File: src/hdl/retire_pkg.sv
package retire_pkg;

    // widths
    localparam int xlen         = 32;   // pc width
    localparam int pr_bits      = 6;    // 64 physical regs
    localparam int ar_bits      = 5;    // 32 architectural regs
    localparam int rob_bits     = 5;    // rob index, also free list ptr / distance

    // sizes
    localparam int rob_size     = 32;
    localparam int fl_size      = 32;   // same depth as rob so no underflow
    localparam int retire_width = 3;
    localparam int ar_num       = 1 << ar_bits;

    // one reorder buffer slot
    // completed doubles as the valid bit on the head view
    typedef struct packed {
        logic               completed;
        logic               precise_state_need;  // mispredicted branch
        logic [ar_bits-1:0] arch_reg;            // 0 means no reg write
        logic [pr_bits-1:0] tnew;
        logic [pr_bits-1:0] told;                // goes back to free list on retire
        logic [xlen-1:0]    target_pc;           // redirect pc on recovery
    } rob_entry_packet;

endpackage

File: src/hdl/freelist_if.sv
`timescale 1ns/1ps

interface freelist_if;
    import retire_pkg::*;

    logic [retire_width-1:0]              retire_en;      // only slots that wrote a reg
    logic [retire_width-1:0][pr_bits-1:0] tolds;
    logic                                 recover_en;
    logic [rob_bits-1:0]                  recover_head;   // rewound alloc pointer
    logic [rob_bits-1:0]                  freelist_head;  // current alloc pointer

    modport retire (
        output retire_en, tolds, recover_en, recover_head,
        input  freelist_head
    );

    modport freelist (
        input  retire_en, tolds, recover_en, recover_head,
        output freelist_head
    );

endinterface

File: src/hdl/free_list.sv
`timescale 1ns/1ps

module free_list (
    input  logic                           clock,
    input  logic                           reset,
    input  logic                           alloc_en,  // pop one at head
    output logic [retire_pkg::pr_bits-1:0] alloc_pr,
    freelist_if.freelist                   fl
);
    import retire_pkg::*;

    logic [pr_bits-1:0]  fl_mem [fl_size];
    logic [rob_bits-1:0] head;                     // next reg handed out
    logic [rob_bits-1:0] tail;                     // next slot for a returned told
    logic [rob_bits-1:0] push_ptr [retire_width];
    logic [rob_bits-1:0] tail_next;

    assign alloc_pr         = fl_mem[head];
    assign fl.freelist_head = head;

    // slot for each returning told, oldest takes the first one
    always_comb begin
        tail_next = tail;
        for (int k = retire_width - 1; k >= 0; k--) begin
            push_ptr[k] = tail_next;
            if (fl.retire_en[k])
                tail_next = tail_next + rob_bits'(1);
        end
    end

    always_ff @(posedge clock) begin
        if (reset) begin
            head <= '0;
            tail <= '0;  // head == tail, full
            for (int i = 0; i < fl_size; i++)
                fl_mem[i] <= pr_bits'((1 << pr_bits) - fl_size + i);  // p32..p63
        end
        else begin
            if (fl.recover_en)
                head <= fl.recover_head;  // hand back regs of flushed writers
            else if (alloc_en)
                head <= head + rob_bits'(1);
            // retired tolds commit even on a recovery edge
            tail <= tail_next;
            for (int k = 0; k < retire_width; k++) begin
                if (fl.retire_en[k])
                    fl_mem[push_ptr[k]] <= fl.tolds[k];
            end
        end
    end

endmodule

File: src/flat_wrapper.sv
// flat-port wrapper written by rule: the top's interface ports become plain ports
module free_list_flat import retire_pkg::*;
  (clock, reset, alloc_en, alloc_pr, fl_retire_en, fl_tolds, fl_recover_en, fl_recover_head, fl_freelist_head);
  freelist_if fl_i ();
  input  logic clock;
  input  logic reset;
  input  logic alloc_en;
  output logic [retire_pkg::pr_bits-1:0] alloc_pr;
  input wire logic [$bits(fl_i.retire_en)-1:0] fl_retire_en;
  input wire logic [$bits(fl_i.tolds)-1:0] fl_tolds;
  input wire logic [$bits(fl_i.recover_en)-1:0] fl_recover_en;
  input wire logic [$bits(fl_i.recover_head)-1:0] fl_recover_head;
  output wire logic [$bits(fl_i.freelist_head)-1:0] fl_freelist_head;
  assign fl_i.retire_en = fl_retire_en;
  assign fl_i.tolds = fl_tolds;
  assign fl_i.recover_en = fl_recover_en;
  assign fl_i.recover_head = fl_recover_head;
  assign fl_freelist_head = fl_i.freelist_head;
  free_list u_core (.clock(clock), .reset(reset), .alloc_en(alloc_en), .alloc_pr(alloc_pr), .fl(fl_i));
endmodule
File: config.mk
export PLATFORM = sky130hd
export DESIGN_NAME = free_list_flat
export DESIGN_NICKNAME = d
export VERILOG_FILES = /design/src/hdl/retire_pkg.sv /design/src/hdl/freelist_if.sv /design/src/hdl/free_list.sv /design/src/flat_wrapper.sv
export SDC_FILE = /design/constraint.sdc
export NUM_CORES = 1
export LEC_CHECK = 0
export BUFFER_PORTS_ARGS = -buffer_cell sky130_fd_sc_hd__buf_2
export CAP_MARGIN = 30
export CORE_MARGIN = 3
export CORE_UTILIZATION = 30
export CTS_CLUSTER_SIZE = 40
export DETAILED_ROUTE_END_ITERATION = 10
export GPL_ROUTABILITY_DRIVEN = 1
export PLACE_DENSITY = 0.47
export SLEW_MARGIN = 15
export SYNTH_ARGS = -nofsm -noshare
export SYNTH_HDL_FRONTEND = slang
export SYNTH_SLANG_ARGS = --single-unit
File: constraint.sdc
create_clock -name clock -period 9.2 [get_ports clock]
set_input_delay 1.38 -clock clock [delete_from_list [all_inputs] [get_ports clock]]
set_output_delay 1.38 -clock clock [all_outputs]
set_load 0.03 [all_outputs]
**Yosys cells after proc, flatten, opt, wreduce, memory -nomap -nowiden**

Memories as Yosys holds them, arrays and structs flattened. A register that Yosys moved wholly into a read port is not among the register bits.
Cells that the tools add are included.

- Register bits after elaboration: 10
- RAM bits: 192
- Bits of input ports: 30
- Output and inout bits: 11
- Logic and storage cells: 38
- Memories kept: 1

- Add/sub/neg operators: 4
- Mux-type cells: 27
- Reduce and logical (&&, ||, !) cells: 4

Memory list:

| name | depth | bits a word | read ports | clocked after memory_dff | write ports | line | text |
|---|---|---|---|---|---|---|---|
| u_core.fl_mem | 32 | 6 | 1 | 1 | 32 | free_list.sv:12 | `logic [pr_bits-1:0] fl_mem [fl_size];` |

Operators with widths:

| cell | count |
|---|---|
| $mux W5 | 10 |
| $add A5 B1 Y5 const B | 4 |
| $mux W6 | 3 |
| $reduce_or A6 Y1 | 3 |
| $mux W1 | 14 |
| $reduce_bool A2 Y1 | 1 |

**Depth between registers and ports, before layout**

- Depth after elaboration: 6
- Mapped depth: 14
- Depth with buffers taken out: 11

**Least setup slack after synthesis**

OpenSTA, ideal clock, no wires.

- Kind: input to register
- Start: input fl_retire_en[2]
- End: memory u_core.fl_mem[3][0], enable pin
- Library setup time: 284 ps
- Data arrival time: 3950 ps
- Required time: 8916 ps
- Path slack: 4967 ps
- Stages on the path: 13
- Cell sequence: buf_6 buf_6 buf_6 mux2_2 o22ai_1 a21o_1 inv_1 ha_1 nand2_1 or2_2 buf_1 a21oi_1 or3_1

RTL lines:

| element | line | text |
|---|---|---|
| from (decl) | flat_wrapper.sv:9 | `input wire logic [$bits(fl_i.retire_en)-1:0] fl_retire_en;` |
| to (decl) | free_list.sv:12 |  |

==> results.md <==
* Status: finished, violations left
* Failing checks: design-rule violations
* Post-cts gate resize count at 0
* DRT iter0 DRCs at 2532
* Slew margin rel. at 19.7%
* Crit path cell chain: buf_4 -> mux4_2 -> mux4_2 -> mux2_2 -> buf_2
* Clk sink count at 207
* Overall die width at 219 µm
* Final slew viol count at 0
* Core area at 44600 µm²
* Clock Skew at 0.0324 ns
* Period Utilization, post-route at 53.1%
* H-tree depth at 1
* Crit. End Element: output pin
* Yosys Warn Count at 0
* Cell Area, Placed at 14200 µm²
* Synth Flop Type: edfxtp_1
* Netlist Area Pre-Place at 13700 µm²
* Syn_area_per_cell at 11.0 µm²
* Hold_buf cts at 0
* Post-CTS Setup Bufs at 0
* Delay of the slowest critical-path stage at 0.70 ns
* Worst Path Max Fanout at 30
* Commonest non-fill, non-tap cell in the layout: edfxtp_1
* Hold path cells at 4
* Most frequent cells in the layout: 192 x edfxtp_1, 170 x nor2_1, 90 x nand2_1
* Synth cell types at 80
* Hold Crit Class: flip-flop to flip-flop
* Number of buffers and inverters on the critical path at 2
* Inst Count DP at 1777
* WHS Endpoint: u_core.fl.freelist_head[4]
* Die Ht at 219 µm
* Worst VDD drop at 0.111 mV
* Initial Util at 30.6%
* Setup TNS at 0 ns
* Cells on worst reg2reg path at 7
* Kind of critical path: flip-flop to output pin
* Fin. Hold Viols at 0
* Post-route cell area at 15100 µm²
* Reg2reg end: u_core.fl_mem[23][2]
* Min Hold Slack at 0.714 ns
* Fin crit period at 4.89 ns
* Worst EP required at 7.82 ns
* Total GRT Usage at 26.9%
* FILL cells at 4452
* Final setup fails at 0
* Final GP Congestion at 0.992
* Vias in the first global route at 11800
* Pre-antenna DRT Iters at 11
* Seq cells post-synth at 207
* Post-Place Worst Slack at 4.39 ns
* Post-Route WL at 65.8 mm
* Synth Instances at 1239
* Post-synthesis sequential area ratio at 44.4%
* CTS max path bufs at 3
* Synthesized Nets at 1278
* Area of the multi-input gates at 6940 µm²
* Worst EP arrival at 3.51 ns
* # rows at 77
* Clock transition at path regs at 0.06 ns
* Final cell count without fillers at 1826
* Static leakage at 0.00440 µW
* CTS root buf: clkbuf_16
* Via density at 6.86
* Area Overhead vs Synth at 10.1%
* Wirelength per Cell at 36.0 µm
* Fmax at 205 MHz
* Worst r2r src: u_core.tail[1]
* Layout cells sized above 1 at 18.2%
* Slowest cell on crit path: mux4_2
* FFs w/ async S/R, synth at 0%
* Number of synthesized flops with an enable pin at 192
* Pin count of the biggest net entering global routing at 59
* Initial antenna violation count at 2
* # IOs at 41
* Family with the most delay on the worst path: multiplexers
* DIE AREA at 48100 µm²
* N_diodes at 0
* CTS tree: built
* Tightest Pin Transition at 1.20 ns
* Maxcap violations at 0
* CP startpoint kind: flip-flop
* First-pass GRT wire length at 91.6 mm
* Setup ws final at 4.31 ns
* Hpwl dp at 46.1 mm
* RSZ-0062 raised after global routing: false
* Sequential cell area at 6070 µm²
* DRC at 8
* Total CTS buffers at 25
* Port buffer count at 40
* Pwr Density at 186 nW/µm²
* Hold_sp: u_core.fl.freelist_head[4]
* Final #Nets at 1254
* Routed vias at 12500
* Most used cell, CP: mux4_2
* Routed Antenna Nets at 0
* GR Overflow Total at 0
* R2R setup slack at 4.84 ns
* Worst-Skew Late Latency at 0.56 ns
==> worst min-delay path: stages (launching register included) <==
cell,delay (ns)
dfxtp_1,0.35
xor2_1,0.07
nor2_1,0.08
a21oi_1,0.05
nor2_1,0.11
==> Yosys cell counts, types with 5 or more instances <==
cell / count / area share, %
o221a_2: 6 / 0.49
a32oi_1: 8 / 0.51
dfxtp_1: 15 / 2.2
a211oi_1: 14 / 0.77
a222oi_1: 30 / 2.2
and2_1: 8 / 0.37
nand3b_1: 7 / 0.38
nand4_1: 10 / 0.46
buf_2: 23 / 0.84
or3_1: 8 / 0.37
a221oi_1: 40 / 2.6
nor3_1: 58 / 2.1
a221o_1: 44 / 3.2
ha_1: 9 / 0.82
mux4_2: 60 / 9.9
clkbuf_1: 62 / 1.7
o221ai_1: 27 / 1.7
buf_4: 16 / 0.88
xor2_1: 5 / 0.32
inv_1: 20 / 0.55
o22ai_1: 18 / 0.82
buf_6: 6 / 0.49
and3b_1: 10 / 0.64
nand3_1: 34 / 1.2
a2111o_1: 8 / 0.66
o32ai_1: 10 / 0.64
a31o_2: 9 / 0.58
o21ai_0: 23 / 0.84
and3_1: 13 / 0.60
nor2_1: 170 / 4.7
a31oi_1: 8 / 0.37
a21oi_1: 30 / 1.1
edfxtp_1: 192 / 42
nor3b_1: 6 / 0.33
o21a_1: 7 / 0.38
xnor2_1: 5 / 0.32
a211o_1: 18 / 1.2
a211oi_2: 10 / 0.92
mux2_2: 7 / 0.58
buf_1: 11 / 0.30
a2111oi_0: 5 / 0.32
nor4_1: 7 / 0.32
nand2_1: 90 / 2.5
==> sequential cells by signal, indices dropped and copies added, names as in the netlist, named ones only <==
name                     flops
u_core.fl.freelist_head      5
u_core.fl_mem              192
u_core.tail                  5
==> final cells by class <==
cell class,instances,share of cell area (%)
repair buffers,67,2.97
inverters,24,0.599
well taps,592,4.92
flip-flops and latches,207,40.3
clock inverters,11,0.599
clock buffers,35,4.47
multi-input cells,890,46.1
==> worst max path at each step <==
stage | startpoint | endpoint | slack, ns | cells past startpoint
final | flip-flop | alloc_pr[3] | 4.31 | 5
after global routing | flip-flop | alloc_pr[1] | 4.13 | 5
after CTS | flip-flop | alloc_pr[3] | 4.21 | 5
after detailed placement | fl_retire_en[2] | u_core.fl_mem[21][1] | 4.39 | 5
after global placement | fl_retire_en[2] | u_core.fl_mem[21][4] | 4.03 | 5
after floorplan | fl_retire_en[2] | u_core.fl_mem[3][0] | 4.97 | 13
==> layer usage <==
| metal | part of all wire, % | routed length [µm] | vias up | GRT usage [%] |
|---|---|---|---|---|
| met5 | 0 | 0 | - | 0 |
| met4 | 6.4 | 4190 | 0 | 12.9 |
| li1 | - | - | 5024 | - |
| met3 | 14 | 8970 | 270 | 7.37 |
| met2 | 42 | 27700 | 1154 | 39.7 |
| met1 | 38 | 24900 | 6084 | 36.3 |
==> stage by stage <==
stage | utilization [%] | total power [µW]
2_1_floorplan | - | 1580
3_3_place_gp | 31.8 | 1830
3_5_place_dp | 31.9 | 1830
4_1_cts | 33.6 | 2760
5_1_grt | 33.7 | 2860
6_report | 33.7 | 2790
==> kinds of logic (layout without fill, tap and decap cells) <==
logic type	Yosys count	after routing	share of synthesized area [%]
AO/OA/AOI/OAI	349	349	21.9
XOR/XNOR	14	14	1.42
AND/OR/NAND/NOR	448	448	15.9
buffers and inverters	142	137	4.88
multiplexers	68	68	10.5
flip-flops	207	207	44.4
adder cells (fa/ha/maj)	11	11	0.971
==> report_power, final <==
group	switching [µW]	leakage [µW]	internal (µW)
clock network	402	0.000369	539
registers	28.1	0.00172	1080
logic	546	0.00231	197
(Power assumes the default switching activity.)
