## src/hdl/retire_pkg.sv

```systemverilog
package retire_pkg;

    // widths
    localparam int xlen         = 32;   // pc width
    localparam int pr_bits      = 6;    // 64 physical regs
    localparam int ar_bits      = 5;    // 32 architectural regs
    localparam int rob_bits     = 5;    // rob index, also free list ptr / distance

    // sizes
    localparam int rob_size     = 32;
    localparam int fl_size      = 32;   // same depth as rob so no underflow
    localparam int retire_width = 3;
    localparam int ar_num       = 1 << ar_bits;

    // one reorder buffer slot
    // completed doubles as the valid bit on the head view
    typedef struct packed {
        logic               completed;
        logic               precise_state_need;  // mispredicted branch
        logic [ar_bits-1:0] arch_reg;            // 0 means no reg write
        logic [pr_bits-1:0] tnew;
        logic [pr_bits-1:0] told;                // goes back to free list on retire
        logic [xlen-1:0]    target_pc;           // redirect pc on recovery
    } rob_entry_packet;

endpackage

```

## src/hdl/arch_map_table.sv

```systemverilog
`timescale 1ns/1ps

module arch_map_table (
    input  logic                                                    clock,
    input  logic                                                    reset,
    input  logic [retire_pkg::retire_width-1:0]                     retire_en,
    input  logic [retire_pkg::retire_width-1:0][retire_pkg::ar_bits-1:0] map_ar,
    input  logic [retire_pkg::retire_width-1:0][retire_pkg::pr_bits-1:0] map_ar_pr,
    output logic [retire_pkg::ar_num-1:0][retire_pkg::pr_bits-1:0]  archi_maptable
);
    import retire_pkg::*;

    logic [ar_num-1:0][pr_bits-1:0] map_q;
    logic [ar_num-1:0][pr_bits-1:0] map_d;

    assign archi_maptable = map_q;

    // oldest first, index 0 is youngest and lands last
    always_comb begin
        map_d = map_q;
        for (int k = retire_width - 1; k >= 0; k--) begin
            if (retire_en[k])
                map_d[map_ar[k]] = map_ar_pr[k];
        end
    end

    always_ff @(posedge clock) begin
        if (reset) begin
            for (int i = 0; i < ar_num; i++)
                map_q[i] <= pr_bits'(i);  // identity, p0..p31
        end
        else begin
            map_q <= map_d;
        end
    end

endmodule

```

## config.mk

```make
export PLATFORM = sky130hd
export DESIGN_NAME = arch_map_table
export DESIGN_NICKNAME = d
export VERILOG_FILES = /design/src/hdl/retire_pkg.sv /design/src/hdl/arch_map_table.sv
export SDC_FILE = /design/constraint.sdc
export NUM_CORES = 1
export LEC_CHECK = 0
export BUFFER_PORTS_ARGS = -buffer_cell sky130_fd_sc_hd__buf_2
export CELL_PAD_IN_SITES_DETAIL_PLACEMENT = 1
export CELL_PAD_IN_SITES_GLOBAL_PLACEMENT = 1
export CORE_MARGIN = 1
export CORE_UTILIZATION = 39
export CTS_BUF_LIST = sky130_fd_sc_hd__clkbuf_16
export DETAILED_ROUTE_END_ITERATION = 12
export MAX_ROUTING_LAYER = met4
export PLACE_DENSITY = 0.79
export SETUP_SLACK_MARGIN = 0.2
export SLEW_MARGIN = 20
export SYNTH_ARGS = -nofsm -noshare
export SYNTH_HDL_FRONTEND = slang
export SYNTH_SLANG_ARGS = --single-unit
```

## constraint.sdc

```tcl
create_clock -name clock -period 3.2 [get_ports clock]
set_input_delay 0.32 -clock clock [delete_from_list [all_inputs] [get_ports clock]]
set_output_delay 0.32 -clock clock [all_outputs]
set_load 0.01 [all_outputs]
```

Word level (Yosys, flattened, before mapping):

Index checks and enable logic that the tools add are counted.

* bits in registers: 192
* output and inout bits: 192
* word-level logic and storage cells: 53

* magnitude comparators: 6
* multiplexer cells: 12
* reductions and logical operators: 3

Operator list (number)
* bitwise mux 192 bit: 3
* two-way mux 192 bit: 3
* demux 6 bit (select 5 bit): 3
* less-than comparator 5 x 6 -> 1 bit (second input constant): 3
* two-way mux 6 bit: 3
* >= comparator 5 x 1 -> 1 bit (second input constant): 3
* logical AND 1 bit: 3

Depth between registers and ports, before layout:

Gate-level depths: netlist of run 1.

* word-level depth: 10
* depth in mapped cells: 7
* mapped depth without buffers: 4

Worst setup path before layout of run 1:

Ideal clock, no wire load.

* path type: input to register
* from: input map_ar[2] in the netlist's numbering
* to: register map_q (netlist bit archi_maptable[117])
* arrival: 1496 ps
* path slack: 1583 ps
* cell stages on the path: 6
* path buffers: 2
* path through: buf_4 -> and4bb_4 -> and2_1 -> buf_2 -> nor3_1 -> a221o_1

* longest elaborated chain between the ends: 6
* elaborated cells between the ends (all ways): 7

RTL lines
* from (decl): line arch_map_table.sv:7 `input logic [retire_pkg::retire_width-1:0][retire_pkg::ar_bits-1:0] map_ar,`
* less-than comparator 5 x 6 -> 1 bit (not written as such) / >= comparator 5 x 1 -> 1 bit (equally long branches): line arch_map_table.sv:23 `map_d[map_ar[k]] = map_ar_pr[k];`
* logical AND 1 bit (not written as such): line arch_map_table.sv:23
* two-way mux 6 bit (not written as such): line arch_map_table.sv:23
* demux 6 bit (select 5 bit) (*): line arch_map_table.sv:23
* bitwise mux 192 bit (*): line arch_map_table.sv:23
* two-way mux 192 bit (*): line arch_map_table.sv:22 `if (retire_en[k])`
* to (signal, indexed assignment): line arch_map_table.sv:30 `map_q[i] <= pr_bits'(i);`
* to (signal assigned): line arch_map_table.sv:33 `map_q <= map_d;`
* to (decl): line arch_map_table.sv:13 `logic [ar_num-1:0][pr_bits-1:0] map_q;`

Mark *: on every way between the ends. The rest lies on a longest branch, timed or not.
A chain may end at the register's enable or synchronous reset.

Worst setup path in the final report of run 1:

* from: input map_ar[13] in the netlist's numbering
* to: register map_q (netlist bit archi_maptable[74])

* longest elaborated chain between the ends: 10
* elaborated cells between the ends (all ways): 11

RTL lines (line)
* less-than comparator 5 x 6 -> 1 bit (not written as such) / >= comparator 5 x 1 -> 1 bit (equally long branches): arch_map_table.sv:23
* logical AND 1 bit (not written as such): arch_map_table.sv:23
* two-way mux 6 bit (not written as such): arch_map_table.sv:23
* demux 6 bit (select 5 bit) (*): arch_map_table.sv:23
* bitwise mux 192 bit (*): arch_map_table.sv:23
* two-way mux 192 bit (*): arch_map_table.sv:22
* bitwise mux 192 bit: arch_map_table.sv:23
* two-way mux 192 bit (*): arch_map_table.sv:22
* bitwise mux 192 bit: arch_map_table.sv:23
* two-way mux 192 bit (*): arch_map_table.sv:22

Marks and branches as above.

==> results of run 1 <==
metrics by stage:
stage,instances,hold WS (ns)
finish,1767,0.2253
global route,1767,0.2347
CTS,1767,0.2201
detailed placement,1735,0.5518
global placement,1735,0.5579
floorplan,1266,0.5379
metal layers:
metal / vias to the layer above / share of wire / global-route usage / wire length (µm)
met1: 6024 / 0.40 / 0.4917 / 21270
met2: 957 / 0.42 / 0.5478 / 22360
met4: 0 / 0.066 / 0.2308 / 3523
met5: - / 0 / - / 0
li1: 5235 / - / - / -
met3: 248 / 0.12 / 0.08416 / 6240
worst max-delay path, delay by kind of cell:
family | cells | cell delay, ns
buffers and inverters | 1 | 0.23
AOI/OAI and AO/OA | 2 | 0.47
and+or+nand+nor | 2 | 1.24
cell usage in the layout, fill, tap and decap left out, drive strengths merged, types with 18 or more instances in the layout:
cell type and count:
dfxtp 192, o221ai 55, a2bb2oi 19, a22o 18
a221o 102, a21oi 69, o21ai 26, a221oi 50
and2 23, o31ai 46, nor2 138, nor3 54
nand2 146, buf 265, mux2i 20, o2bb2ai 34
power by group through the flow:
stage | clock [W] | combinational (W) | sequential [W]
3_3_place_gp | 0 | 0.000743 | 0.00255
6_report | 0.00220 | 0.000797 | 0.00250
5_1_grt | 0.00231 | 0.000816 | 0.00250
4_1_cts | 0.00219 | 0.000761 | 0.00249
3_5_place_dp | 0 | 0.000756 | 0.00255
2_1_floorplan | 0 | 0.000415 | 0.00256
logic make-up after synthesis:
logic type	Yosys count	synth area share
flops	192	0.3570
mux	20	0.01859
compound gates	459	0.3430
simple gates	454	0.2203
buf+inv	141	0.06112
final cells by class:
cell class | instances | area (µm²) | area share
well taps | 341 | 426.7 | 0.03395
flip-flops and latches | 192 | 3844 | 0.3059
repair buffers | 265 | 1419 | 0.1129
inverters | 4 | 15.01 | 0.001195
multi-input cells | 933 | 6281 | 0.4999
clock inverters | 15 | 155.1 | 0.01235
clock buffers | 17 | 425.4 | 0.03385
worst paths after layout:
check                           slack, ns             endpoint
worst min register to register       0.57    archi_maptable[0]
worst max-delay path                 1.24   archi_maptable[74]
worst max register to register       2.10  archi_maptable[188]
worst min-delay path                 0.23   archi_maptable[61]
==> summary.txt, run 1 <==
Run status
  • Outcome: finished, final reports clean

Placement
  • Placed Area: between 0.01 and 0.015 mm²
  • Total of buffers placed on input and output ports: around 230
  • Post-place setup slack: 0.8648 ns
  • RePlAce Congestion: 0.9849
  • Half-perimeter wire length of the detailed placement result: 36.97 mm

STA
  • Fin. max-slew vios: 0
  • Setup Skew: 0 ns
  • Fin. Hold Viols: 0
  • Final setup violation count: 0
  • Least-Margin Pin Slew: 1.091 ns
  • Max Clock Freq: 509.7 MHz
  • Final cycle utilization of the critical path: 0.6131
  • Max-slew headroom: 0.2712
  • RSZ-0062 raised after global routing: false
  • Setup slack after layout: 1.238 ns
  • Minimum clock period after layout: roughly 2.0 ns
  • Summed negative setup slack over all endpoints: 0 ns

Power and ir drop
  • Proportion of power drawn by combinational gates: 0.145
  • Clock power share: 0.400
  • Total design power: 0.005493 W
  • Switching power summed over all nets: 0.001711 W
  • Pint: 0.003783 W
  • Fraction of power spent switching nets: 0.3114
  • Reported leakage power: 5.008 nW
  • Max IR drop VDD: 272.6 µV
  • Pwr per Cell Area: between 400 and 500 mW/mm²
  • Fraction of power consumed by sequential logic: 0.454

Setup path
  • Type of destination of the critical path: flop
  • Classification of the worst setup path: input pin to flop
  • Worst Setup Start Kind: input pin
  • R2R Path Start: archi_maptable[188]
  • Critical-path top delay cell: and4b_1
  • Worst endpoint data arrival time: 2.27 ns
  • Ordered cell list for the critical path: buf_2 > and4b_1 > nand2_1 > a221oi_1 > o31ai_1
  • Largest stage delay on the critical path: 0.88 ns
  • Maximum fanout encountered on the critical timing path: 18
  • Setup crit start: map_ar[13]
  • Data required time at the worst endpoint: 3.50 ns
  • R2R cell count: 2

Synth
  • Number of different library cells in the post-synthesis netlist: 61
  • Number of cells produced by synthesis: 1266
  • Number of enable-type register cells in the synthesized netlist: 0
  • Synth Register Bits: 192
  • Mapped cell area: around 0.011 mm²
  • Synthesized area per cell: 8.505 µm²
  • Library cell occupying the most area in the post-synthesis netlist: dfxtp_1
  • Sequential area share after synthesis: 0.3570
  • Most frequently used cell type in the post-synthesis netlist: dfxtp_1
  • Asr flop ratio synth: 0
  • Post-Synthesis Net Count: 1304
  • Synth area leaders: dfxtp_1 36%, a221o_1 9.5%, nand2_1 4.8%
  • Area fraction of the dominant cell type after synthesis: 0.3570
  • Top post-synthesis cells by count: 192 x dfxtp_1, 139 x nand2_1, 134 x nor2_1
  • Count of synthesis-stage warnings from yosys: 0
  • Main flop type after synthesis: dfxtp_1

Route
  • Antenna-violating nets left: 0
  • Routed length per instance: between 30 and 40 µm
  • Detailed Route WL: 53.40 mm
  • Vias post-DR: 12460
  • Initial DRC count: roughly 2000
  • Number of remaining DRC errors: 0
  • Mean number of vias per cell: just over 7
  • First drt pass iteration count: 8

Floorplan
  • Core area: between 0.02 and 0.03 mm²
  • Height of the chip: 168.2 µm
  • Starting utilization of the core area: 0.3984
  • Die boundary width: 168.2 µm
  • # rows: 60
  • I/O pin count: 230
  • Overall die area: 0.02828 mm²

Global routing
  • GR Overflow Total: 0
  • Global-route wire length before repair: 78.09 mm
  • Pin count of the biggest net entering global routing: 49
  • Initial antenna violation count: 0
  • Overall fraction of global-route tracks in use: 0.3829
  • Number of global-route vias before repair: roughly 12000

Layout
  • Area Overhead vs Synth: 16.70%
  • Post-route design area: ~0.013 mm²
  • Antenna Diode Count: 0
  • Proportion of layout cells with a drive suffix above 1: 0.2363
  • Number of inserted filler cells in the final layout: 3270
  • Final net count: 1451
  • Largest register FFs: 192
  • Util after Layout: 0.4650

Clock tree
  • Clock Tree Buf Depth: 2
  • Number of buffers inserted by hold repair at cts: 0
  • Cells resized by post-CTS repair: 0
  • Clock Latency Late Sink: approximately 0.44 ns
  • Post-CTS Repair Setup Buffers: 0
  • Sink Count: roughly 190
  • Buffer type at the clock tree root: clkbuf_16
  • Clock transition at the registers of the reported paths: ~0.080 ns
  • CTS H-tree depth: 4
  • Clock tree from TritonCTS: yes
  • Clock buffers created by TritonCTS: 17

Flow run
  • Max-Cap Viols: 0

Worst hold path
  • Hold Crit Start: reset
  • Classification of the worst-slack hold path: input pin to flop
  • Hold-critical path depth: 3
No activity file was read; power rests on OpenSTA's default activity.
==> inputs of run 2 (changes only) <==
--- a/config.mk
+++ b/config.mk
@@ -5,15 +5,16 @@
 export SDC_FILE = /design/constraint.sdc
 export NUM_CORES = 1
 export LEC_CHECK = 0
+export ABC_AREA = 1
 export BUFFER_PORTS_ARGS = -buffer_cell sky130_fd_sc_hd__buf_2
 export CELL_PAD_IN_SITES_DETAIL_PLACEMENT = 1
 export CELL_PAD_IN_SITES_GLOBAL_PLACEMENT = 1
 export CORE_MARGIN = 1
-export CORE_UTILIZATION = 39
+export CORE_UTILIZATION = 35
 export CTS_BUF_LIST = sky130_fd_sc_hd__clkbuf_16
 export DETAILED_ROUTE_END_ITERATION = 12
 export MAX_ROUTING_LAYER = met4
-export PLACE_DENSITY = 0.79
+export PLACE_DENSITY = 0.8
 export SETUP_SLACK_MARGIN = 0.2
 export SLEW_MARGIN = 20
 export SYNTH_ARGS = -nofsm -noshare
==> constraint.sdc (replaced) <==
create_clock -name clock -period 1.8 [get_ports clock]
set_input_delay 0.18 -clock clock [delete_from_list [all_inputs] [get_ports clock]]
set_output_delay 0.18 -clock clock [all_outputs]
set_load 0.01 [all_outputs]
==> summary.txt, run 2 <==
Synth
  • Synth Register Bits: 192
  • Mapped cell area: 0.01154 mm²
  • Count of synthesis-stage warnings from yosys: 0
  • Main flop type after synthesis: dfxtp_1
  • Area fraction of the dominant cell type after synthesis: 0.3330
  • Synth area leaders: dfxtp_1 33%, nand2_1 20%, nand3_1 12%
  • Sequential area share after synthesis: 0.3330
  • Library cell occupying the most area in the post-synthesis netlist: dfxtp_1
  • Number of different library cells in the post-synthesis netlist: 27
  • Post-Synthesis Net Count: 1941
  • Number of enable-type register cells in the synthesized netlist: 0
  • Most frequently used cell type in the post-synthesis netlist: nand2_1
  • Number of cells produced by synthesis: 1903
  • Asr flop ratio synth: 0
  • Synthesized area per cell: 6.065 µm²
  • Top post-synthesis cells by count: 622 x nand2_1, 281 x nand3_1, 204 x o21ai_0

Global routing
  • Number of global-route vias before repair: 14530
  • GR Overflow Total: 0
  • Most utilized layer in the global route result: met2
  • Initial antenna violation count: 5
  • GR met1 Demand/Resource: 0.4436
  • Met2 routing resource usage after global routing: 0.5445
  • Pin count of the biggest net entering global routing: ~100
  • Global-route wire length before repair: ~87 mm
  • Overall fraction of global-route tracks in use: 0.3549
  • Fraction of met3 tracks used by global routing: 0.06458

Route
  • Vias post-DR: 14920
  • Detailed Route WL: about 58 mm
  • Number of remaining DRC errors: 0
  • Mean number of vias per cell: 5.740
  • Initial DRC count: 1346
  • Antenna-violating nets left: 0
  • Routed length per instance: 22.47 µm
  • First drt pass iteration count: 8

STA
  • Worst hold margin: 0.08814 ns
  • Fin. Hold Viols: 0
  • Fin. max-slew vios: 0
  • Max Clock Freq: 694.3 MHz
  • Setup slack after layout: 0.3596 ns
  • Least-Margin Pin Slew: 0.5259 ns
  • Max-slew headroom: 0.6490
  • Final setup violation count: 0
  • Final cycle utilization of the critical path: 0.8002
  • Minimum clock period after layout: 1.440 ns
  • Setup Skew: 0 ns
  • Summed negative setup slack over all endpoints: 0 ns
  • RSZ-0062 raised after global routing: false

Clock tree
  • Clock transition at the registers of the reported paths: ~0.070 ns
  • Clock Tree Buf Depth: 2
  • Number of buffers inserted by hold repair at cts: 0
  • Post-CTS Repair Setup Buffers: 0
  • Clock Latency Late Sink: 0.45 ns
  • Sink Count: 192
  • Clock tree from TritonCTS: yes
  • CTS H-tree depth: 4
  • Buffer type at the clock tree root: clkbuf_16
  • Cells resized by post-CTS repair: 0
  • Clock buffers created by TritonCTS: 17

Setup path
  • Data required time at the worst endpoint: about 2.1 ns
  • Type of destination of the critical path: flop
  • Maximum fanout encountered on the critical timing path: 10
  • Worst endpoint data arrival time: about 1.8 ns
  • Classification of the worst setup path: input pin to flop
  • Worst Setup Start Kind: input pin

Floorplan
  • Overall die area: 0.03371 mm²
  • Height of the chip: 183.6 µm
  • Starting utilization of the core area: 0.3556
  • Core area: about 0.032 mm²
  • Die boundary width: roughly 180 µm
  • I/O pin count: 230
  • # rows: 66

Layout
  • Largest register FFs: 192
  • Proportion of layout cells with a drive suffix above 1: 0.1909
  • Most frequent standard cell in the layout excluding fill and tap cells: nand2_1
  • Post-route design area: 0.01420 mm²
  • Most frequent cells in the layout: 622 x nand2_1, 281 x nand3_1, 229 x buf_2
  • Area Overhead vs Synth: 23.04%
  • Final net count: 2179

Power and ir drop
  • Pwr per Cell Area: 691.9 mW/mm²
  • Reported leakage power: 6.532 nW
  • Total design power: 0.009825 W
  • Max IR drop VDD: between 700 and 800 µV

Placement
  • RePlAce Congestion: between 0.8 and 0.9
  • Placed Area: between 0.01 and 0.015 mm²
  • Total of buffers placed on input and output ports: approximately 230
  • Half-perimeter wire length of the detailed placement result: approximately 40 mm
  • Post-place setup slack: 0.005225 ns

Flow run
  • Max-Cap Viols: 0

Run status
  • Outcome: finished, final reports clean

Worst hold path
  • Classification of the worst-slack hold path: input pin to flop
## run 2: changes by cell type after synthesis, moves of 102 or more
cell,before,now
nand2_1,139,622
nand3_1,2,281
inv_1,0,132
a221o_1,102,0
a21oi_1,69,193
o21ai_0,26,204
## run 2: power breakdown
part | internal (W) | switching [W] | total (W)
Combinational | 0.000500 | 0.00118 | 0.00168
Sequential | 0.00438 | 0.000102 | 0.00448
Clock | 0.00176 | 0.00191 | 0.00367
## run 2: logic make-up after synthesis
kind of cell    count (synthesis)  synth area share
flops                         192            0.3330
compound gates                447            0.2011
simple gates                 1006            0.3725
buf+inv                       258           0.09334
## run 2: stage by stage
step                      std cells  utilization
after floorplan                1903            -
after global placement         2564       0.4212
after detailed placement       2564       0.4212
after CTS                      2595       0.4372
after global routing           2599       0.4375
final                          2599       0.4375
## run 2: routing by layer
layer	vias up	wire [µm]	share of wire
met5	-	0	0
met4	0	3210	0.055
met3	215	5464	0.094
met2	764	25900	0.44
met1	7202	23820	0.41
li1	6737	-	-
## run 2: worst max-delay path: stages
cell and delay, ns:
buf_2 0.15, nand3_2 0.33, nor2_1 0.41, clkinv_1 0.34
o211ai_1 0.29, nand2_1 0.07
## run 2: worst paths after layout
| kind | startpoint | end | slack [ns] | depth (start not counted) |
|---|---|---|---|---|
| min reg2reg | archi_maptable[81] | archi_maptable[81] | 0.58 | 4 |
| min | map_ar_pr[7] | archi_maptable[91] | 0.09 | 3 |
| max reg2reg | archi_maptable[74] | archi_maptable[74] | 0.95 | 4 |
| max | retire_en[1] | archi_maptable[92] | 0.36 | 6 |
## run 2: cell type report
| cell class | count | area [µm²] |
|---|---|---|
| antenna | 4 | 10.01 |
| clock buffer | 17 | 425.4 |
| clock inverter | 14 | 96.34 |
| fill | 4463 | 18250 |
| inverter | 145 | 549.3 |
| multi-input combinational | 1453 | 6628 |
| sequential | 192 | 3844 |
| tap | 442 | 553.0 |
| timing repair buffer | 332 | 2095 |
