**src/hdl/retire_pkg.sv**
```systemverilog
package retire_pkg;

    // widths
    localparam int xlen         = 32;   // pc width
    localparam int pr_bits      = 6;    // 64 physical regs
    localparam int ar_bits      = 5;    // 32 architectural regs
    localparam int rob_bits     = 5;    // rob index, also free list ptr / distance

    // sizes
    localparam int rob_size     = 32;
    localparam int fl_size      = 32;   // same depth as rob so no underflow
    localparam int retire_width = 3;
    localparam int ar_num       = 1 << ar_bits;

    // one reorder buffer slot
    // completed doubles as the valid bit on the head view
    typedef struct packed {
        logic               completed;
        logic               precise_state_need;  // mispredicted branch
        logic [ar_bits-1:0] arch_reg;            // 0 means no reg write
        logic [pr_bits-1:0] tnew;
        logic [pr_bits-1:0] told;                // goes back to free list on retire
        logic [xlen-1:0]    target_pc;           // redirect pc on recovery
    } rob_entry_packet;

endpackage

```
**src/hdl/rob_retire_if.sv**
```systemverilog
`timescale 1ns/1ps

// head group and retire decision between rob and retire stage
// index 2 is always the oldest slot
interface rob_retire_if;
    import retire_pkg::*;

    rob_entry_packet [retire_width-1:0] rob_head_entry;
    logic [rob_bits-1:0]                fl_distance;   // reg writers still in rob
    logic [retire_width-1:0]            retire_valid;  // slots leaving, incl. reg zero
    logic                               recover_en;    // flush the rob

    modport rob (
        output rob_head_entry,
        output fl_distance,
        input  retire_valid,
        input  recover_en
    );

    modport retire (
        input  rob_head_entry,
        input  fl_distance,
        output retire_valid,
        output recover_en
    );

endinterface

```
**src/hdl/reorder_buffer.sv**
```systemverilog
`timescale 1ns/1ps

module reorder_buffer (
    input  logic                           clock,
    input  logic                           reset,
    // dispatch, one per cycle
    input  logic                           dispatch_en,
    input  logic [retire_pkg::ar_bits-1:0] dispatch_arch_reg,
    input  logic [retire_pkg::pr_bits-1:0] dispatch_told,
    input  logic [retire_pkg::pr_bits-1:0] dispatch_tnew,   // from free list
    output logic [retire_pkg::rob_bits-1:0] dispatch_rob_idx,
    output logic                           rob_full,
    // completion strobe
    input  logic                           complete_en,
    input  logic [retire_pkg::rob_bits-1:0] complete_rob_idx,
    input  logic                           complete_mispredict,
    input  logic [retire_pkg::xlen-1:0]    complete_target_pc,
    output logic [1:0]                     retire_count,
    rob_retire_if.rob                      rob
);
    import retire_pkg::*;

    rob_entry_packet     rob_mem [rob_size];  // payload, no reset
    logic [rob_bits-1:0] head;
    logic [rob_bits-1:0] tail;
    logic [rob_bits:0]   count;               // needs to reach rob_size
    logic [rob_bits-1:0] writers;             // running count of reg writers
    logic [rob_bits-1:0] head_idx [retire_width];
    logic                dispatch_fire;
    logic                dispatch_writer;
    logic [1:0]          retire_num;
    logic [1:0]          retire_writers;

    assign rob_full         = (count == (rob_bits+1)'(rob_size));
    assign dispatch_fire    = dispatch_en && !rob_full;  // dispatch while full dropped
    assign dispatch_writer  = dispatch_fire && (dispatch_arch_reg != '0);
    assign dispatch_rob_idx = tail;
    assign rob.fl_distance  = writers;
    assign retire_count     = retire_num;

    // head view, oldest at the top index
    always_comb begin
        for (int k = 0; k < retire_width; k++) begin
            head_idx[k] = head + rob_bits'(retire_width - 1 - k);
            rob.rob_head_entry[k] = rob_mem[head_idx[k]];
            // slots past the count never look completed
            rob.rob_head_entry[k].completed = rob_mem[head_idx[k]].completed &&
                                              (count > (rob_bits+1)'(retire_width - 1 - k));
        end
    end

    // popcounts of what leaves this cycle
    always_comb begin
        retire_num     = '0;
        retire_writers = '0;
        for (int k = 0; k < retire_width; k++) begin
            if (rob.retire_valid[k]) begin
                retire_num = retire_num + 2'd1;
                if (rob.rob_head_entry[k].arch_reg != '0)
                    retire_writers = retire_writers + 2'd1;  // its tnew went out of the free list
            end
        end
    end

    // pointers and counts
    always_ff @(posedge clock) begin
        if (reset || rob.recover_en) begin  // flush drops every younger entry
            head    <= '0;
            tail    <= '0;
            count   <= '0;
            writers <= '0;
        end
        else begin
            head    <= head + rob_bits'(retire_num);
            tail    <= tail + rob_bits'(dispatch_fire);
            count   <= count + (rob_bits+1)'(dispatch_fire) - (rob_bits+1)'(retire_num);
            writers <= writers + rob_bits'(dispatch_writer) - rob_bits'(retire_writers);
        end
    end

    // entry payload
    always_ff @(posedge clock) begin
        if (dispatch_fire && !rob.recover_en) begin
            rob_mem[tail].completed          <= 1'b0;
            rob_mem[tail].precise_state_need <= 1'b0;
            rob_mem[tail].arch_reg           <= dispatch_arch_reg;
            rob_mem[tail].tnew               <= dispatch_tnew;
            rob_mem[tail].told               <= dispatch_told;
            rob_mem[tail].target_pc          <= '0;
        end
        if (complete_en) begin  // later nba, wins on a same-slot collision
            rob_mem[complete_rob_idx].completed          <= 1'b1;
            rob_mem[complete_rob_idx].precise_state_need <= complete_mispredict;
            rob_mem[complete_rob_idx].target_pc          <= complete_target_pc;
        end
    end

endmodule

```
**src/flat_wrapper.sv**
```systemverilog
// flat-port wrapper written by rule: the top's interface ports become plain ports
module reorder_buffer_flat import retire_pkg::*;
  (clock, reset, dispatch_en, dispatch_arch_reg, dispatch_told, dispatch_tnew, dispatch_rob_idx, rob_full, complete_en, complete_rob_idx, complete_mispredict, complete_target_pc, retire_count, rob_rob_head_entry, rob_fl_distance, rob_retire_valid, rob_recover_en);
  rob_retire_if rob_i ();
  input  logic clock;
  input  logic reset;
  input  logic dispatch_en;
  input  logic [retire_pkg::ar_bits-1:0] dispatch_arch_reg;
  input  logic [retire_pkg::pr_bits-1:0] dispatch_told;
  input  logic [retire_pkg::pr_bits-1:0] dispatch_tnew;
  output logic [retire_pkg::rob_bits-1:0] dispatch_rob_idx;
  output logic rob_full;
  input  logic complete_en;
  input  logic [retire_pkg::rob_bits-1:0] complete_rob_idx;
  input  logic complete_mispredict;
  input  logic [retire_pkg::xlen-1:0] complete_target_pc;
  output logic [1:0] retire_count;
  output wire logic [$bits(rob_i.rob_head_entry)-1:0] rob_rob_head_entry;
  output wire logic [$bits(rob_i.fl_distance)-1:0] rob_fl_distance;
  input wire logic [$bits(rob_i.retire_valid)-1:0] rob_retire_valid;
  input wire logic [$bits(rob_i.recover_en)-1:0] rob_recover_en;
  assign rob_rob_head_entry = rob_i.rob_head_entry;
  assign rob_fl_distance = rob_i.fl_distance;
  assign rob_i.retire_valid = rob_retire_valid;
  assign rob_i.recover_en = rob_recover_en;
  reorder_buffer u_core (.clock(clock), .reset(reset), .dispatch_en(dispatch_en), .dispatch_arch_reg(dispatch_arch_reg), .dispatch_told(dispatch_told), .dispatch_tnew(dispatch_tnew), .dispatch_rob_idx(dispatch_rob_idx), .rob_full(rob_full), .complete_en(complete_en), .complete_rob_idx(complete_rob_idx), .complete_mispredict(complete_mispredict), .complete_target_pc(complete_target_pc), .retire_count(retire_count), .rob(rob_i));
endmodule
```
**config.mk**
```make
export PLATFORM = sky130hd
export DESIGN_NAME = reorder_buffer_flat
export DESIGN_NICKNAME = d
export VERILOG_FILES = /design/src/hdl/retire_pkg.sv /design/src/hdl/rob_retire_if.sv /design/src/hdl/reorder_buffer.sv /design/src/flat_wrapper.sv
export SDC_FILE = /design/constraint.sdc
export NUM_CORES = 2
export LEC_CHECK = 0
export ABC_CLOCK_PERIOD_IN_PS = 5000
export BUFFER_PORTS_ARGS = -buffer_cell sky130_fd_sc_hd__buf_2
export CAP_MARGIN = 20
export CORE_MARGIN = 3
export CORE_UTILIZATION = 58
export CTS_CLUSTER_SIZE = 8
export DETAILED_ROUTE_END_ITERATION = 12
export HOLD_SLACK_MARGIN = 0.05
export PLACE_DENSITY = 0.8
export SLEW_MARGIN = 20
export SYNTH_ARGS = -nofsm -noshare
export SYNTH_HDL_FRONTEND = slang
export SYNTH_SLANG_ARGS = --single-unit
export TNS_END_PERCENT = 30
```
**constraint.sdc**
```tcl
create_clock -name clock -period 5 [get_ports clock]
set_clock_uncertainty 0.05 [all_clocks]
set_input_delay 0.25 -clock clock [delete_from_list [all_inputs] [get_ports clock]]
set_output_delay 0.25 -clock clock [all_outputs]
set_load 0.02 [all_outputs]
```
# Word-level counts from Yosys, hierarchy flattened
# Memories as Yosys holds them, arrays and structs flattened. A register that Yosys moved wholly into a read port is not among the register bits.
# Cells that the tools add are included.
# W data, S select, Z words.
[classes]
addsub = 12
magnitude_cmp = 3
n_eq_ne = 1
mux = 14
reduce_logical = 13
[ops]
columns = ["operator", "n"]
rows = [
  ["$reduce_bool A5 Y1", 4],
  ["$mux W2", 7],
  ["$gt A6 B1 Y1 const B", 2],
  ["$add A5 B1 Y5", 2],
  ["$add A2 B1 Y2 const B", 3],
  ["$add A6 B1 Y6", 1],
  ["$eq A6 B6 Y1 const B", 1],
  ["$gt A6 B2 Y1 const B", 1],
  ["$logic_and A1 B1 Y1", 6],
  ["$mux W1", 6],
  ["$sub A6 B2 Y6", 1],
  ["$add A5 B1 Y5 const B", 1],
  ["$add A5 B2 Y5", 1],
  ["$add A5 B2 Y5 const B", 1],
  ["$mux W5", 1],
  ["$sub A5 B2 Y5", 1],
  ["$add A1 B1 Y2 const B", 1],
  ["$logic_not A1 Y1", 2],
  ["$logic_or A1 B1 Y1", 1],
]
[totals]
ff_bits = 21
ram_bits = 1632
input_bits = 63
output_inout_bits = 166
elab_cells = 48
mem_count = 1
[memory_table]
columns = ["memory", "depth", "width", "rd", "rd_clocked_by_memory_dff", "wr", "line_no", "source"]
rows = [
  ["u_core.rob_mem", 32, 51, 3, 1, 2, "reorder_buffer.sv:23", "rob_entry_packet rob_mem [rob_size];"],
]

# Depth between registers and ports, before layout
# An unclocked memory read counts as a cell.
[depth]
depth_word = 12
ltp_mapped = 23
ltp_nobuf = 19

# Least setup slack after synthesis
# No wires, ideal clock.
[synth_timing]
path_kind = "register to register"
start = "register u_core.head[1]"
end = "register u_core.writers[4], in the netlist u_core.rob.fl_distance[4]"
setup_time_ps = 119
t_arrival_ps = 5291
required_time_ps = 4831
path_slack_ps = -460
path_stages_with_launch = 23
path_buffers = 4
period_less_slack_ps = 5460
cell_sequence = "dfxtp_1 > ha_1 > clkbuf_1 > buf_2 > buf_1 > clkbuf_1 > mux4_2 > mux4_2 > mux2_2 > nor3_1 > nand2_1 > ha_1 > mux2_2 > o31ai_1 > xor2_1 > ha_1 > inv_1 > ha_1 > fa_1 > a21o_1 > a21oi_1 > xnor2_1 > nor2_1"
[synth_lines]
columns = ["element", "line_no", "source"]
rows = [
  ["start, declared", "reorder_buffer.sv:24", "logic [rob_bits-1:0] head;"],
  ["start signal, assigned", "reorder_buffer.sv:74", "head <= head + rob_bits'(retire_num);"],
  ["$add A5 B1 Y5 (*)", "reorder_buffer.sv:44", "head_idx[k] = head + rob_bits'(retire_width - 1 - k);"],
  ["$mem_v2 Z32 W51 (*)", "--", ""],
  ["net rob_rob_head_entry[97]", "flat_wrapper.sv:18", "output wire logic [$bits(rob_i.rob_head_entry)-1:0] rob_rob_head_entry;"],
  ["$reduce_bool A5 Y1 (*)", "reorder_buffer.sv:59", "if (rob.rob_head_entry[k].arch_reg != '0)"],
  ["$mux W2 (*)", "reorder_buffer.sv:59", ""],
  ["$mux W2 (*)", "reorder_buffer.sv:57", "if (rob.retire_valid[k]) begin"],
  ["$add A2 B1 Y2", "reorder_buffer.sv:60", "retire_writers = retire_writers + 2'd1;"],
  ["$mux W2", "reorder_buffer.sv:59", ""],
  ["$mux W2 (*)", "reorder_buffer.sv:57", ""],
  ["$sub A5 B2 Y5 (*)", "reorder_buffer.sv:77", "writers <= writers + rob_bits'(dispatch_writer) - rob_bits'(retire_writers);"],
  ["end signal, assigned", "reorder_buffer.sv:77", ""],
  ["end, declared", "reorder_buffer.sv:27", "logic [rob_bits-1:0] writers;"],
]
# The timed path passes the listed nets; every way through them passes the cells marked *.
# A chain may end at the register's enable or synchronous reset.

# Worst setup path in the final report
[layout_timing]
start = "register u_core.head[0]"
end = "register u_core.writers[4], in the netlist u_core.rob.fl_distance[4]"
[layout_via]
elab_chain_len = 12
[layout_rtl]
columns = ["element", "line_no"]
rows = [
  ["$add A5 B2 Y5", "reorder_buffer.sv:44"],
  ["$mem_v2 Z32 W51 (*)", "--"],
  ["$reduce_bool A5 Y1", "reorder_buffer.sv:59"],
  ["$mux W1", "reorder_buffer.sv:59"],
  ["$mux W2", "reorder_buffer.sv:57"],
  ["$add A2 B1 Y2", "reorder_buffer.sv:60"],
  ["$mux W2", "reorder_buffer.sv:59"],
  ["$mux W2 (*)", "reorder_buffer.sv:57"],
  ["$add A2 B1 Y2", "reorder_buffer.sv:60"],
  ["$mux W2", "reorder_buffer.sv:59"],
  ["$mux W2 (*)", "reorder_buffer.sv:57"],
  ["$sub A5 B2 Y5 (*)", "reorder_buffer.sv:77"],
]
# Mark *: on every way between the ends. The rest lies on a longest branch, timed or not.

==> summary.md <==
| Metric | Value |
|---|---|
| Status | completed |
| Bufs on Longest Clock Path | 3 |
| Max Cap Viol | 0 |
| Top Layer Used | met5 |
| Grt total ovfl | 0 |
| Period utilisation layout | 98.6% |
| Drt pass-1 iters | 6 |
| Crit. Startpoint | u_core.head[0]$_SDFF_PP0_ |
| Clock slew at reported path FFs | ~0.05 ns |
| DR vias | 64,400 |
| Delay-heaviest family, CP | multiplexers |
| Worst Hold Class | input port to flip-flop |
| NumNets Final | 6,127 |
| Final count of hold timing violations | 0 |
| Area delta synth->final | 12.4% |
| Detail Route Antenna Nets | 0 |
| Core area | between 150,000 and 200,000 um^2 |
| Pre-CTS setup slack | -0.0178 ns |
| CTS sink count | 1,653 |
| WHS Endpoint | u_core.dispatch_rob_idx[0]$_SDFF_PP0_ |
| CP Class | flip-flop to flip-flop |
| Setup violators final | 0 |
| First-pass GRT wire length | roughly 450 mm |
| LEAKAGE | 33.2 nW |
| Worst Path Required | about 5.7 ns |
| DRT Wirelength | 316 mm |
| Nature of the critical path startpoint | flip-flop |
| Hold path startpoint | dispatch_en |
| List of most frequent post-synthesis cells | 1,600 x edfxtp_1, 1,257 x mux4_2, 866 x and2_1 |
| Setup repair after global routing missed its margin | true |
| Cell Area, Synth | 95,700 um^2 |
| CP cell instances | buf_12 -> clkbuf_16 -> mux4_2 -> mux4_2 -> mux2_2 -> nor3_1 -> buf_4 -> nand2_1 -> ha_1 -> mux2_2 -> o31ai_1 -> xor2_1 -> ha_1 -> inv_1 -> ha_2 -> fa_2 -> a21o_1 -> a21oi_2 -> xnor2_1 -> nor2_1 |
| Worst Hold Depth | 5 |
| Crit path buf inv count | 4 |
| Synth cell types | 49 |
| Die Y-Extent | 412 um |
| CTS Buf Count | 225 |
| Die W | 412 um |
| Iter 0 DRT Violations | 12,100 |
| FF-to-FF Start | u_core.head[0]$_SDFF_PP0_ |
| Syn Inst Count | slightly below 6,000 |
| Share of cells above drive strength 1 | 40.6% |
| Critical path peak fanout | 10 |
| Die footprint | 170,000 um^2 |
| Initial Utilization | approximately three fifths |
| Fin. max-slew vios | 0 |
| Post-route setup slack | 0.0725 ns |
| Largest net degree at the start of global routing | 170 |
| WP data arrival | around 5.6 ns |
| HPWL after DPL | 179 mm |
| Flops & latches, synth | 1,653 |
| Syn avg cell area | ~16 um^2 |
| Total track usage | 37.1% |
| Vias per cell | around 7.8 |
| Average wire per standard cell | 38.1 um |
| Fraction of registers with async set/reset | 0% |
| Post-route minimum period | 4.93 ns |
| Synth area leader | edfxtp_1 |
| Net Count, Synth | 5,967 |
| Top-level I/O count | ~230 |
| Root Buffer | clkbuf_16 |
| Post-synth top area share | 50.2% |
| # rows | ~150 |
| Most common flop cell mapped by yosys | edfxtp_1 |
| Max Clk Rate | approximately 200 MHz |
| Yosys warning total | 0 |
| TritonCTS clock tree | yes |
| Final Total Pwr | 0.0353 W |
| CP max stage cell | mux4_2 |
| Fill count | roughly 11,000 |
| Crit end category | flip-flop |
| Top-count cell post-synth | edfxtp_1 |
| Post-route DRC | 0 |
| Sequential fraction of the synthesis area | roughly half |
| FF-to-FF path depth | 20 |
| H-tree depth | 4 |
| Initial antenna violation count | 22 |
| Slew margin rel. | between 10 and 15% |
| Met2 WL | 143 mm |
| Number of flops mapped to enable cells by yosys | 1,600 |
| Slew @ Worst Pin | 1.29 ns |
| Cell Pwr Density | 329 nW/um^2 |
| Max rail drop VDD | 398 uV |
| R2R Setup Slk | just over 0.07 ns |
| WL met3 | 51.5 mm |
| Placer Congestion | roughly 0.89 |
| Critical path's largest stage delay | 0.53 ns |
| Met1 WL | 100 mm |
| Buffers added on ports | 228 |
| Reg-to-Reg End | u_core.rob.fl_distance[4]$_SDFF_PP0_ |
| Synth top area cells | edfxtp_1 50%, mux4_2 30%, and2_1 5.7%, mux2_2 3.9%, clkbuf_1 1.8% |
| Vias in the first global route | 63,900 |
| Skew-Pair Late Insertion Delay | 0.86 ns |
[kinds of logic after synthesis]
kind of cell,Yosys count,synth area share [%]
compound gates,348,2.04
xor+xnor,23,0.211
fa+ha+maj,28,0.390
buf+inv,669,2.84
flops,1653,51.3
mux,1676,34.4
simple gates,1479,8.76
[how the worst max path moves through the flow]
| stage | slack, ns | depth (start not counted) | endpoint |
|---|---|---|---|
| final | 0.07 | 20 | u_core.rob.fl_distance[4]$_SDFF_PP0_ |
| after global routing | -0.05 | 20 | u_core.rob.fl_distance[4]$_SDFF_PP0_ |
| after CTS | -0.01 | 20 | u_core.rob.fl_distance[4]$_SDFF_PP0_ |
| after detailed placement | -0.02 | 17 | u_core.rob.fl_distance[4]$_SDFF_PP0_ |
| after global placement | -0.02 | 20 | u_core.rob.fl_distance[4]$_SDFF_PP0_ |
| after floorplan | 0.0005 | 21 | u_core.rob.fl_distance[4]$_SDFF_PP0_ |
[flip-flops by register name, summed over array words and instances, names as in the netlist]
signal,cells
u_core.rob_mem,1632
u_core.count,6
u_core.dispatch_rob_idx,5
u_core.head,5
u_core.rob.fl_distance,5
[worst reg2reg max path, delay by kind of cell (launching register included)]
kind                     cells  cell delay (ns)
XOR/XNOR                     2             0.29
multiplexers                 4             1.59
buffers and inverters        4             0.51
flip-flops                   1             0.47
adder cells (fa/ha/maj)      4             1.14
AO/OA/AOI/OAI                3             0.44
AND/OR/NAND/NOR              3             0.30
[power breakdown]
part,internal [W],switching (W)
Combinational,0.00283,0.00319
Sequential,0.0153,0.000166
Clock,0.00804,0.00579
[per-layer routing]
metal	up-vias	GRT usage (%)
li1	24100	-
met1	32500	47.8
met2	6556	55.0
met3	1293	13.0
met4	10	21.5
met5	-	0
[through the flow]
step / std cells / util, % / cell area (um^2) / setup TNS [ns] / hold WS (ns)
2_1_floorplan: 5876 / - / 95700 / 0 / 0.299
3_3_place_gp: 7905 / 61.4 / 100000 / -0.0246 / 0.431
3_5_place_dp: 7906 / 61.4 / 100000 / -0.0178 / 0.448
4_1_cts: 8258 / 65.6 / 107000 / -0.0118 / 0.102
5_1_grt: 8276 / 65.8 / 107000 / -0.0465 / 0.139
6_report: 8291 / 65.8 / 108000 / 0 / 0.141
[cells in the final DEF (no fill, tap or decap), types with 4 or more instances in the layout]
cell / synthesis / routed
nand3b_1: 11 / 11
buf_6: 6 / 12
mux4_2: 1257 / 1257
o22ai_4: 0 / 27
nor2_2: 0 / 34
o211ai_1: 38 / 38
mux2i_1: 83 / 82
buf_12: 1 / 33
clkbuf_16: 0 / 232
xor2_1: 11 / 9
a21oi_1: 16 / 15
buf_2: 104 / 228
mux2_2: 333 / 332
and2_1: 866 / 866
clkbuf_1: 458 / 48
o21ai_0: 246 / 239
ha_1: 25 / 22
buf_16: 0 / 9
inv_1: 24 / 24
and3_1: 202 / 200
nand3_1: 49 / 47
inv_16: 0 / 6
diode_2: 0 / 18
dfxtp_4: 0 / 4
edfxtp_1: 1600 / 1600
buf_4: 5 / 221
xnor2_1: 12 / 8
xnor2_2: 0 / 4
dfxtp_1: 53 / 48
dlygate4sd3_1: 0 / 60
nor2_1: 93 / 32
nor2_4: 0 / 27
o21ai_4: 0 / 5
or3b_2: 4 / 4
nand2_1: 240 / 240
[area by class of cell]
type                            instances  area [um^2]  area share, %
Inverter                               25         96.3         0.0896
Tap cell                             2175         2720           2.53
Sequential cell                      1653        49100           45.7
Antenna cell                           18         45.0         0.0419
Clock buffer                          274         5840           5.43
Clock inverter                         15          251          0.234
Multi-Input combinational cell       3554        44700           41.6
Timing Repair Buffer                  577         4760           4.43
[repair_timing]
action,in CTS,in global routing
buffers inserted,0,6
hold buffers,60,0
pin swaps,0,2
endpoints found under the setup margin,105,49
gates resized for setup,15,30
endpoints found under the hold margin,1626,0
cloned,3,6
(Power assumes the default switching activity.)
